`src/verilog/sd_link_arbiter.sv`:
```
// Round-robin arbiter for two four-phase clients
//   Locks one requester until the downstream handshake closes
//   Payload type is a parameter

`timescale 1ns/1ps
`default_nettype none

module sd_link_arbiter #(
  parameter type payload_t = logic
) (
  input  logic               clock,
  input  logic               reset,
  input  logic     [1:0]     req,
  input  payload_t [1:0]     payload_in,
  output logic     [1:0]     ack,
  output logic               grant_req,
  output payload_t           grant_payload,
  input  logic               grant_ack,
  output logic               grant_id
);

  logic locked;
  logic acked;
  logic last_served;
  logic pick;

  // Prefer the client not served last
  always_comb begin
    if (req[~last_served]) begin
      pick = ~last_served;
    end else begin
      pick = last_served;
    end
  end

  always_ff @(posedge clock or posedge reset) begin
    if (reset) begin
      locked      <= 1'b0;
      acked       <= 1'b0;
      last_served <= 1'b1;
      grant_id    <= 1'b0;
    end else if (!locked) begin
      if (|req) begin
        locked   <= 1'b1;
        grant_id <= pick;
      end
    end else if (grant_ack) begin
      acked <= 1'b1;
    end else if (acked) begin
      // Handshake closed, hand priority over
      locked      <= 1'b0;
      acked       <= 1'b0;
      last_served <= grant_id;
    end
  end

  assign grant_req     = locked & req[grant_id];
  assign grant_payload = payload_in[grant_id];
  assign ack[0]        = locked & grant_ack & ~grant_id;
  assign ack[1]        = locked & grant_ack & grant_id;

endmodule

`default_nettype wire

```
`config.mk`:
```
export PLATFORM = sky130hd
export DESIGN_NAME = sd_link_arbiter
export DESIGN_NICKNAME = d
export VERILOG_FILES = /design/src/verilog/sd_link_arbiter.sv
export SDC_FILE = /design/constraint.sdc
export NUM_CORES = 1
export LEC_CHECK = 0
export ABC_AREA = 0
export BUFFER_PORTS_ARGS = -buffer_cell sky130_fd_sc_hd__buf_2
export CAP_MARGIN = 10
export CORE_AREA = 5 5 42 44
export CTS_BUF_LIST = sky130_fd_sc_hd__clkbuf_4
export CTS_CLUSTER_SIZE = 16
export DETAILED_ROUTE_END_ITERATION = 7
export DIE_AREA = 0 0 47 49
export PLACE_DENSITY = 0.46
export SLEW_MARGIN = 40
export SYNTH_ARGS = -nofsm -noshare
export SYNTH_HDL_FRONTEND = slang
export SYNTH_SLANG_ARGS = --single-unit
```
`constraint.sdc`:
```
create_clock -name clock -period 1.1 [get_ports clock]
set_input_delay 0.22 -clock clock [delete_from_list [all_inputs] [get_ports clock]]
set_output_delay 0.22 -clock clock [all_outputs]
set_load 0.01 [all_outputs]
```
Word-level counts from Yosys, hierarchy flattened
Index checks and enable logic that the tools add are counted.
{"block": "op_classes", "n_addsub": 0, "n_mul": 0, "div_mod_pow": 0, "magnitude_cmp": 2, "n_eq_ne": 0, "n_shift": 0, "muxes": 12, "n_bitwise": 8, "reduce_logical": 3}
{"op": "two-way mux 1 bit", "count": 12}
{"op": "AND 1 bit", "count": 4}
{"op": "less-than comparator 1 x 2 -> 1 bit, second input constant", "count": 2}
{"op": "inverter 1 bit", "count": 4}
{"op": "AND reduction 3 bit", "count": 1}
{"op": "AND reduction 2 bit", "count": 1}
{"op": "OR reduction 2 bit", "count": 1}
{"block": "word_totals", "ff_bits": 4, "latchBits": 0, "ramBits": 0, "mem_bits_ro": 0, "out_inout_bits": 5, "wordCells": 29, "memories": 0}

Logic depth before layout (Yosys ltp)
{"block": "depth", "depth_word": 4, "ltp_mapped": 2, "depth_no_buf": 2}

Least setup slack after synthesis
OpenSTA, ideal clock, no wires.
{"block": "synth_path", "path_kind": "reg-to-output", "from": "reg grant_id", "to": "out grant_payload", "arrival_time_ps": 847, "required_ps": 880, "setup_slack_ps": 33, "path_stages_with_launch": 2, "path_buffers": 0, "cell_sequence": "dfrtp_1 > mux2_1"}
{"block": "synth_between", "elab_chain_cells": 2}
{"item": "start: declaration", "line_no": "19", "rtl": "output logic grant_id"}
{"item": "start signal: assignment", "line_no": "45", "rtl": "grant_id <= pick;"}
{"item": "two-way mux 1 bit (not written as such) (2 in a row)", "line_no": "58", "rtl": "assign grant_payload = payload_in[grant_id];"}
{"item": "end: declaration", "line_no": "17", "rtl": "output payload_t grant_payload,"}
Every way passes these cells. The select of a mux whose other input is x is not followed.

Final worst setup path
Ends and elaborated chain as after synthesis.

==> flow_metrics.tcl <==
set metrics [dict create \
    drt_pass1_iterations 2 \
    cts_buffers 3 \
    grt_overflow 0 \
    vias 208 \
    category_of_the_critical_setup_timing_path "reg -> out" \
    outcome "complete, but fails checks" \
    postRouteAntennaNets 0 \
    summed_instance_area_of_the_synthesized_netlist_um2 213 \
    detailedPlacementHpwl_um 395 \
    crit_path_start_kind "flop" \
    critical_path.max_fanout 5 \
    worstSetupPathDepth 2 \
    crit_family "flip-flops" \
    post_route_cells_drive_above_1_share_pct 69.2 \
    vdd.ir_drop.worst_mv 0.847 \
    wl_per_instance_um 9.62 \
    netlist-cell-type-count 14 \
    synth.ff_latch_count 4 \
    post-synth-top-area-fraction_pct 35.3 \
    final-hold-violation-count 0 \
    global_route.usage.total_pct 4.88 \
    unrepaired_setup_endpoints_after_global_routing "yes" \
    port-buffer-count 11 \
    crit_path_time_final_ns 1.32 \
    fp.dieH_um 49 \
    setup.worst_path.end_class "output port" \
    cts_tree "built" \
    grt_antenna_before_repair 0 \
    synth.yosys.seq_area_share_pct 47.6 \
    critPathMaxStageDelay_ns 0.44 \
    clock_path_buffers 2 \
    cp.required_ns 0.88 \
    finalWorstSetupSlack_ns -0.216 \
    cts_max_level 1 \
    clk_transition_reported_paths_ns 0.04 \
    netlist_top_cells_count "dfrtp_1, inv_1, nand2_1, nor2_1" \
    via_per_inst 3.78 \
    setup-violations-final 5 \
    slew_hr_pct 92.1 \
    drt-initial-drc-count 3 \
    hold_path_depth 2 \
    core_area_um2 1400 \
    final_net_count 47 \
    start_util_pct 15.2 \
    post_synth_edffs 0 \
    num_rows 14 \
    timing.critical_path.cells "mux2_4, buf_6" \
    synth_cells 20 \
    dp_worst_setup_slack_ns -0.0602 \
    clock_sink_count 4 \
    die_width_um 47 \
    r2r_cells 3 \
    cts-root-buf "clkbuf_4" \
    drcViolationCount 0 \
    antenna_cells_inserted 0 \
    fin_util_pct 27.0 \
    synth_top_cell_by_area "dfrtp_1" \
    fmax_mhz 760 \
    netlist_top_cells_area "dfrtp_1, dfstp_2, mux2_4, inv_1, mux2_1" \
    fin_worst_skew_ns 0.00916 \
    violations "negative setup slack" \
    worst_skew_pair.late_latency_ns 0.24 \
    finalWirelength_um 529 \
    arrival_ns 1.10 \
    grt_max_degree 8 \
    yosys_warnings 0 \
    maxSlewViolCount 0 \
    critical_path.slowest_cell "dfrtp_2" \
    hold_ws_ns 0.234 \
    globalplace.congestion 0.625 \
    worstMarginPinSlew_ns 0.115 \
    pin_count 12 \
    layout-area-overhead-vs-synth_pct 77.6 \
    maxCapViolCount 0 \
    timing.critical_path.buf_inv 1 \
    grt_pass1_vias 195 \
    wire_length_of_the_first_global_routing_pass_um 738 \
    synth_area_per_cell_um2 10.6 \
    synth_ff_type "dfrtp_1" \
    fin_crit_sh_pct 120 \
    min_path_type "in -> reg" \
    async_flop_share_pct 100 \
    cellLeakagePower_nw 0.196 \
    power.density_cell_area_nw_per_um2 2210 \
    die_area_um2 2300 \
    postSynthNetCount 27 \
]
area by class of cell:
type | instances | area [µm²]
Timing Repair Buffer | 15 | 100
Sequential cell | 4 | 104
Clock buffer | 4 | 30.0
Inverter | 3 | 11.3
Tap cell | 16 | 20.0
Multi-Input combinational cell | 13 | 113
Fill cell | 152 | 1020
logic make-up after synthesis:
logic type	Yosys count	share of synthesized area (%)
multiplexers	3	17.1
flip-flops	4	47.6
AND/OR/NAND/NOR	7	18.8
buffers and inverters	3	5.29
AO/OA/AOI/OAI	3	11.2
sequential cells by signal, summed over array words and instances, names as in the netlist:
register,count
acked,1
grant_id,1
locked,1
last_served,1
per-stage QoR:
| step | instances | TNS [ns] | total power, W | instance area, µm² |
|---|---|---|---|---|
| 2_1_floorplan | 20 | 0 | 0.000400 | 213 |
| 3_3_place_gp | 47 | -0.0363 | 0.000492 | 288 |
| 3_5_place_dp | 47 | -0.0602 | 0.000498 | 288 |
| 4_1_cts | 53 | -0.719 | 0.000814 | 360 |
| 5_1_grt | 55 | -1.00 | 0.000888 | 378 |
| 6_report | 55 | -0.785 | 0.000834 | 378 |
final timing paths:
check                         start  slack, ns             to
setup / recovery           grant_id      -0.22  grant_payload
hold / removal               req[1]       0.23         locked
setup reg to reg           grant_id       0.05       grant_id
hold reg to reg              locked       0.54          acked
max in group asynchronous     reset       0.47    last_served
min in group asynchronous     reset       0.40          acked
metal layers:
layer,track usage [%],vias up,wire (µm)
met5,0,-,0
met4,5.53,0,0
met3,2.21,0,87
met2,4.30,12,180
met1,7.11,90,262
li1,-,106,-
repair_timing:
item	4_1_cts	5_1_grt
endpoints found under the setup margin	5	5
hold buffers	1	0
resized for setup	7	1
hold endpoints to repair	3	0
buffers inserted	1	2
pin swaps	0	1
cell usage in the layout (no fill, tap or decap), types with 2 or more instances in the layout:
master	n
buf_2	9
clkbuf_4	4
inv_1	3
buf_4	3
mux2_4	2
dfrtp_2	2
buf_6	2
where the power goes:
group	internal (W)	switching (W)	total, W
clock network	0.000161	0.0000610	0.000222
registers	0.000213	0.0000537	0.000267
logic	0.000217	0.000128	0.000346
total	0.000591	0.000243	0.000834
No activity file was read; power rests on OpenSTA's default activity.
