**src/verilog/sd_spi_defs.svh**
```systemverilog
// Build-time sizes for the SPI-mode SD command path
//   SD_BLOCK_BYTES   data block length in bytes
//   SD_CMD_BITS      command frame length on mosi
//   SD_RESP_TIMEOUT  clocks to wait for a response start bit

`ifndef SD_SPI_DEFS_SVH
`define SD_SPI_DEFS_SVH

// One block read returns this many bytes plus CRC16
`define SD_BLOCK_BYTES 512

// Start bits, index, argument, CRC7 and stop bit
`define SD_CMD_BITS 48

`define SD_RESP_TIMEOUT 128

`endif

```
**src/verilog/sd_cmd_transmitter.sv**
```systemverilog
// Command frame shifter for mosi
//   MSB first, one bit per clock
//   CRC7 computed over the first 40 bits and inserted before the stop bit

`timescale 1ns/1ps
`default_nettype none

`include "sd_spi_defs.svh"

module sd_cmd_transmitter (
  input  logic                    clock,
  input  logic                    reset,
  input  logic                    tx_start,
  input  logic [`SD_CMD_BITS-1:0] frame,
  output logic                    mosi,
  output logic                    tx_done
);

  localparam int unsigned count_width = $clog2(`SD_CMD_BITS + 1);

  logic [`SD_CMD_BITS-1:0] shift_reg;
  logic [count_width-1:0]  bits_left;
  logic [6:0]              crc7;
  logic                    busy;
  logic                    crc_phase;
  logic                    crc_fb;

  assign busy      = bits_left != '0;
  // Frame bits 7 down to 1 carry the CRC
  assign crc_phase = (bits_left <= count_width'(8)) && (bits_left >= count_width'(2));
  assign crc_fb    = crc7[6] ^ shift_reg[`SD_CMD_BITS-1];
  assign mosi      = !busy ? 1'b1 : (crc_phase ? crc7[6] : shift_reg[`SD_CMD_BITS-1]);
  assign tx_done   = bits_left == count_width'(1);

  always_ff @(posedge clock or posedge reset) begin
    if (reset) begin
      bits_left <= '0;
      crc7      <= '0;
    end else if (tx_start) begin
      bits_left <= count_width'(`SD_CMD_BITS);
      crc7      <= '0;
    end else if (busy) begin
      bits_left <= bits_left - 1'b1;
      if (crc_phase) begin
        crc7 <= {crc7[5:0], 1'b0};
      end else if (bits_left > count_width'(8)) begin
        // x^7 + x^3 + 1
        crc7 <= {crc7[5:3], crc7[2] ^ crc_fb, crc7[1:0], crc_fb};
      end
    end
  end

  always_ff @(posedge clock) begin
    if (tx_start) begin
      shift_reg <= frame;
    end else if (busy) begin
      shift_reg <= {shift_reg[`SD_CMD_BITS-2:0], 1'b0};
    end
  end

endmodule

`default_nettype wire

```
**config.mk**
```make
export PLATFORM = sky130hd
export DESIGN_NAME = sd_cmd_transmitter
export DESIGN_NICKNAME = d
export VERILOG_FILES = /design/src/verilog/sd_cmd_transmitter.sv
export VERILOG_INCLUDE_DIRS = /design/src /design/src/verilog
export SDC_FILE = /design/constraint.sdc
export NUM_CORES = 1
export LEC_CHECK = 0
export BUFFER_PORTS_ARGS = -buffer_cell sky130_fd_sc_hd__buf_2
export CAP_MARGIN = 15
export CORE_MARGIN = 3
export CORE_UTILIZATION = 40
export DETAILED_ROUTE_END_ITERATION = 6
export SETUP_SLACK_MARGIN = 0.15
export SKIP_LAST_GASP = 1
export SLEW_MARGIN = 20
export SYNTH_ARGS = -nofsm -noshare
export SYNTH_HDL_FRONTEND = slang
export SYNTH_SLANG_ARGS = --single-unit
```
**constraint.sdc**
```tcl
create_clock -name clock -period 2.7 [get_ports clock]
set_input_delay 0.27 -clock clock [delete_from_list [all_inputs] [get_ports clock]]
set_output_delay 0.27 -clock clock [all_outputs]
set_load 0.005 [all_outputs]
```
Word-level counts from Yosys, hierarchy flattened:

Index checks and enable logic that the tools add are counted.

* register bits after elaboration: 61
* latch bits: 0
* memory bits (writable): 0
* ROM bits: 0
* bits of input ports: 51
* output and inout bits: 2
* logic and storage cells: 25
* memories: 0

* add/sub/neg operators: 1
* $mul: 0
* divide/modulo/power cells: 0
* order comparisons: 3
* eq/ne operators: 1
* shift operators: 0
* multiplexer cells: 10
* bitwise operators: 2
* reduce and logical (&&, ||, !) cells: 5

Operators by type and width (number)
* two-way mux 48 bit: 2
* two-way mux 7 bit: 4
* two-way mux 6 bit: 2
* == test 6 x 1 -> 1 bit (second input constant): 1
* greater-or-equal comparator 6 x 2 -> 1 bit (second input constant): 1
* greater-than comparator 6 x 4 -> 1 bit (second input constant): 1
* less-or-equal comparator 6 x 4 -> 1 bit (second input constant): 1
* nonzero test 6 bit: 1
* subtractor 6 x 1 -> 6 bit (second input constant): 1
* nonzero test 3 bit: 1
* two-way mux 1 bit: 2
* AND reduction 2 bit: 1
* nonzero test 2 bit: 1
* bitwise XOR 1 bit: 2
* logical AND 1 bit: 1

Depth between registers and ports, before layout:

* depth after elaboration: 6
* mapped depth: 7
* gate-level depth less buffers: 6

Least setup slack after synthesis:

No wires, ideal clock.

* kind: reg-to-reg
* from: register bits_left[2]
* to: register shift_reg[0], enable pin
* library setup time: 702 ps
* arrival time: 2023 ps
* required time: 1998 ps
* path slack: -25 ps
* cell stages (with the launch flop): 3
* buffers on the path: 0
* period minus slack after synthesis: 2725 ps
* cell sequence: dfrtp_1 > nor4_1 > nand3b_1

* longest elaborated chain between the ends: 2

RTL lines
* start: declaration: RTL line sd_cmd_transmitter.sv:22 `logic [count_width-1:0] bits_left;`
* start signal: assignment: RTL line sd_cmd_transmitter.sv:40 `` bits_left <= count_width'(`SD_CMD_BITS); ``
* start signal: assignment: RTL line sd_cmd_transmitter.sv:43 `bits_left <= bits_left - 1'b1;`
* nonzero test 6 bit: RTL line sd_cmd_transmitter.sv:28 `assign busy = bits_left != '0;`
* nonzero test 2 bit (no source line)
* end signal: assignment: RTL line sd_cmd_transmitter.sv:55 `shift_reg <= frame;`
* end signal: assignment: RTL line sd_cmd_transmitter.sv:57 `` shift_reg <= {shift_reg[`SD_CMD_BITS-2:0], 1'b0}; ``
* end: declaration: RTL line sd_cmd_transmitter.sv:21 `` logic [`SD_CMD_BITS-1:0] shift_reg; ``

No other way between the ends.
A chain may end at the register's enable or synchronous reset.

Worst setup path after layout:

* from: register bits_left[0]
* to: output mosi

* longest elaborated chain between the ends: 4
* elaborated cells between the ends (all ways): 6
* classes of those cells: 2 x order compare; 2 x mux; 2 x reduce/logical

RTL lines
* less-or-equal comparator 6 x 4 -> 1 bit / greater-or-equal comparator 6 x 2 -> 1 bit (equally long branches): RTL line sd_cmd_transmitter.sv:30 `assign crc_phase = (bits_left <= count_width'(8)) && (bits_left >= count_width'(2));`
* logical AND 1 bit: RTL line sd_cmd_transmitter.sv:30
* two-way mux 1 bit: RTL line sd_cmd_transmitter.sv:32 `` assign mosi = !busy ? 1'b1 : (crc_phase ? crc7[6] : shift_reg[`SD_CMD_BITS-1]); ``
* two-way mux 1 bit *: RTL line sd_cmd_transmitter.sv:32
* end: declaration: RTL line sd_cmd_transmitter.sv:15 `output logic mosi,`

Mark *: on every way between the ends. The rest lies on a longest branch, timed or not.

==> metrics.txt <==
status completed; Setup crit start kind flop; Cell Chain, Critical Path inv_1 -> ha_1 -> or4_4 -> nand3_1 -> mux2i_1 -> nand2_1 -> buf_2; Final ANT Viol Nets 0; Fin. Hold Viols 0; fraction of layout cells with a size suffix above 1 50.4%; Worst Skew 0.00598 ns; MaxCap Viol Count 0; Final #Nets just under 300; Highest Clock Rate around 430 MHz; largest net degree at the start of global routing 49; top post-synthesis cells by area edfxtp_1 53%, mux2_2 19%, dfrtp_1 12%; synth unique cells 30; most common cell in the netlist edfxtp_1; internal power 1.67 mW; Area after DPL 0.00311 mm^2; port buffer count 52; Die Span Y between 80 and 90 um; Initial Util between 40% and 50%; vias in the first global route 1632; Post-CTS Setup Bufs 0; Mapped Nets 230; root buf cell clkbuf_8; combinational power share 10.5%; max reg flops 48; crit-path max cell delay ~0.45 ns; clock share of power 34.7%; Synth area leader edfxtp_1; clock-pin slew on the worst setup and hold paths 0.07 ns; Clock Latency Late Sink 0.33 ns; Design Area, Final around 0.0033 mm^2; syn avg cell area 15.6 um^2; Hold WC Path Type input pin to flop; violation count after the first detailed-route iteration 58; static leakage 1.35 nW; routed via count around 1600; grt ovf 0; Worst Hold Margin 0.239 ns; FILL cells a little under 600; Mapped Cells between 150 and 200; Sw Share between 20% and 30%; TritonRoute pass-1 iters 4; final setup TNS 0 ns; Final Setup Violations 0; first-pass GRT wire length ~7.7 mm; Inserted Clock Buffers 9; Seq cells post-synth 61; area grow syn2layout 20.5%; slowest cell on the critical path dfrtp_1; # rows 29; Synth warnings 0; Worst VDD drop 0.312 mV; Mapped Area about 0.0027 mm^2; CTS resizes 0; fin crit period 2.33 ns; ANT cells 0; Sink Count 61; Routed Wire Length 4.53 mm; cts hold-fix bufs 1; Crit Path Max Fanout 6; number of enable flip-flop cells after synthesis 48; Worst Tran Pin Value 0.628 ns; arrival time worst endpoint 2.06 ns; NetSw approximately 0.47 mW; DRC errors left 0; gpl congestion 0.745; Avg WL per Cell 14.3 um; core area 0.00649 mm^2; Die X-Extent 88.7 um; Vias/cell around 4.9; power density cells 649 mW/mm^2; die area 0.00786 mm^2; ys async rst share 21.3%; Slew Limit Fails 0; CP Class flop to output port; top_reg_cell synth edfxtp_1; top post-synthesis cells by count 48 x edfxtp_1, 47 x mux2_2, 13 x dfrtp_1; CTS tree yes; total track usage 13.2%; top cell type's share of synthesized area 52.7%; worst path required time 2.43 ns; fin crit share ~86%; Top-Level Pins 53; Worst slew margin 58.1%; post-synthesis sequential area ratio 64.6%; Seq pwr share 54.8%; crit end category output port; CTS Buffer Depth 2; DP HPWL 3.00 mm; # H-tree levels 3; initial antenna violation count 0; RSZ-0062 raised after global routing no
## routing by layer
metal  share of wire, %  global-route usage (%)  up-vias  wire [um]
li1                   -                       -      780          -
met1                 47                    17.3      751       2120
met2                 46                    19.2       34       2110
met3                5.8                    6.15        4        262
met4                1.1                    4.53        0         48
met5                  0                       0        -          0
## logic make-up (layout without fill, tap and decap cells)
family                   after synthesis  count (layout)  synth area share, %
AO/OA/AOI/OAI                         15              15                 4.44
flip-flops                            61              61                 64.6
multiplexers                          48              48                 19.7
AND/OR/NAND/NOR                       30              30                 5.99
buffers and inverters                 12              77                 1.79
adder cells (fa/ha/maj)                4               4                 1.83
XOR/XNOR                               5               5                 1.60
## stage by stage
stage	std cells	utilization [%]	setup slack [ns]	power (mW)
floorplan	175	-	0.0918	1.34
global placement	300	47.8	0.786	1.41
detailed placement	300	47.8	0.725	1.42
CTS	317	50.7	0.360	2.17
global route	317	50.7	0.252	2.24
finish	317	50.7	0.374	2.14
## power by group through the flow
| stage | clock, mW | combinational [mW] | sequential, mW |
|---|---|---|---|
| 2_1_floorplan | 0 | 0.164 | 1.17 |
| 3_3_place_gp | 0 | 0.224 | 1.19 |
| 3_5_place_dp | 0 | 0.226 | 1.19 |
| 4_1_cts | 0.764 | 0.230 | 1.17 |
| 5_1_grt | 0.805 | 0.253 | 1.18 |
| 6_report | 0.742 | 0.225 | 1.17 |
## path summary, 6_finish.rpt
check	startpoint	to	slack (ns)	depth (start not counted)
min reg2reg	crc7[1]$_DFFE_PP0P_	crc7[1]$_DFFE_PP0P_	0.48	2
max	bits_left[0]$_DFFE_PP0P_	mosi	0.37	7
min	frame[33]	shift_reg[33]$_DFFE_PP_	0.24	2
min in group asynchronous	reset	crc7[3]$_DFFE_PP0P_	0.49	3
max in group asynchronous	reset	bits_left[0]$_DFFE_PP0P_	1.88	3
max reg2reg	bits_left[0]$_DFFE_PP0P_	crc7[3]$_DFFE_PP0P_	0.85	6
## final cells by class
class                      instances  area (um^2)  area share (%)
clock inverter                     7         56.3            1.71
timing repair buffer              57          313            9.49
sequential                        61         1770            53.6
clock buffer                       9          124            3.76
multi-input combinational        102          925            28.1
tap                               77         96.3            2.92
inverter                           4         15.0           0.456
## layout by cell type, fill, tap and decap left out, types with 2 or more instances in the layout
| master | instances |
|---|---|
| clkinv_1 | 3 |
| nand2_1 | 9 |
| xnor2_1 | 4 |
| clkbuf_8 | 9 |
| mux2_2 | 47 |
| a21oi_1 | 2 |
| clkinv_2 | 3 |
| o21ai_0 | 5 |
| nand2b_1 | 7 |
| ha_1 | 4 |
| edfxtp_1 | 48 |
| and2_1 | 2 |
| buf_2 | 52 |
| inv_1 | 4 |
| buf_4 | 3 |
| dfrtp_1 | 13 |
| nor2_1 | 4 |
| nand3b_1 | 2 |
## critical path, delay by kind of cell, from the launching register on
family	cells	cell delay, ns
adder cells (fa/ha/maj)	1	0.22
buffers and inverters	2	0.24
flip-flops	1	0.45
multiplexers	1	0.19
AND/OR/NAND/NOR	3	0.63
Power figures use the tool's default switching activity.
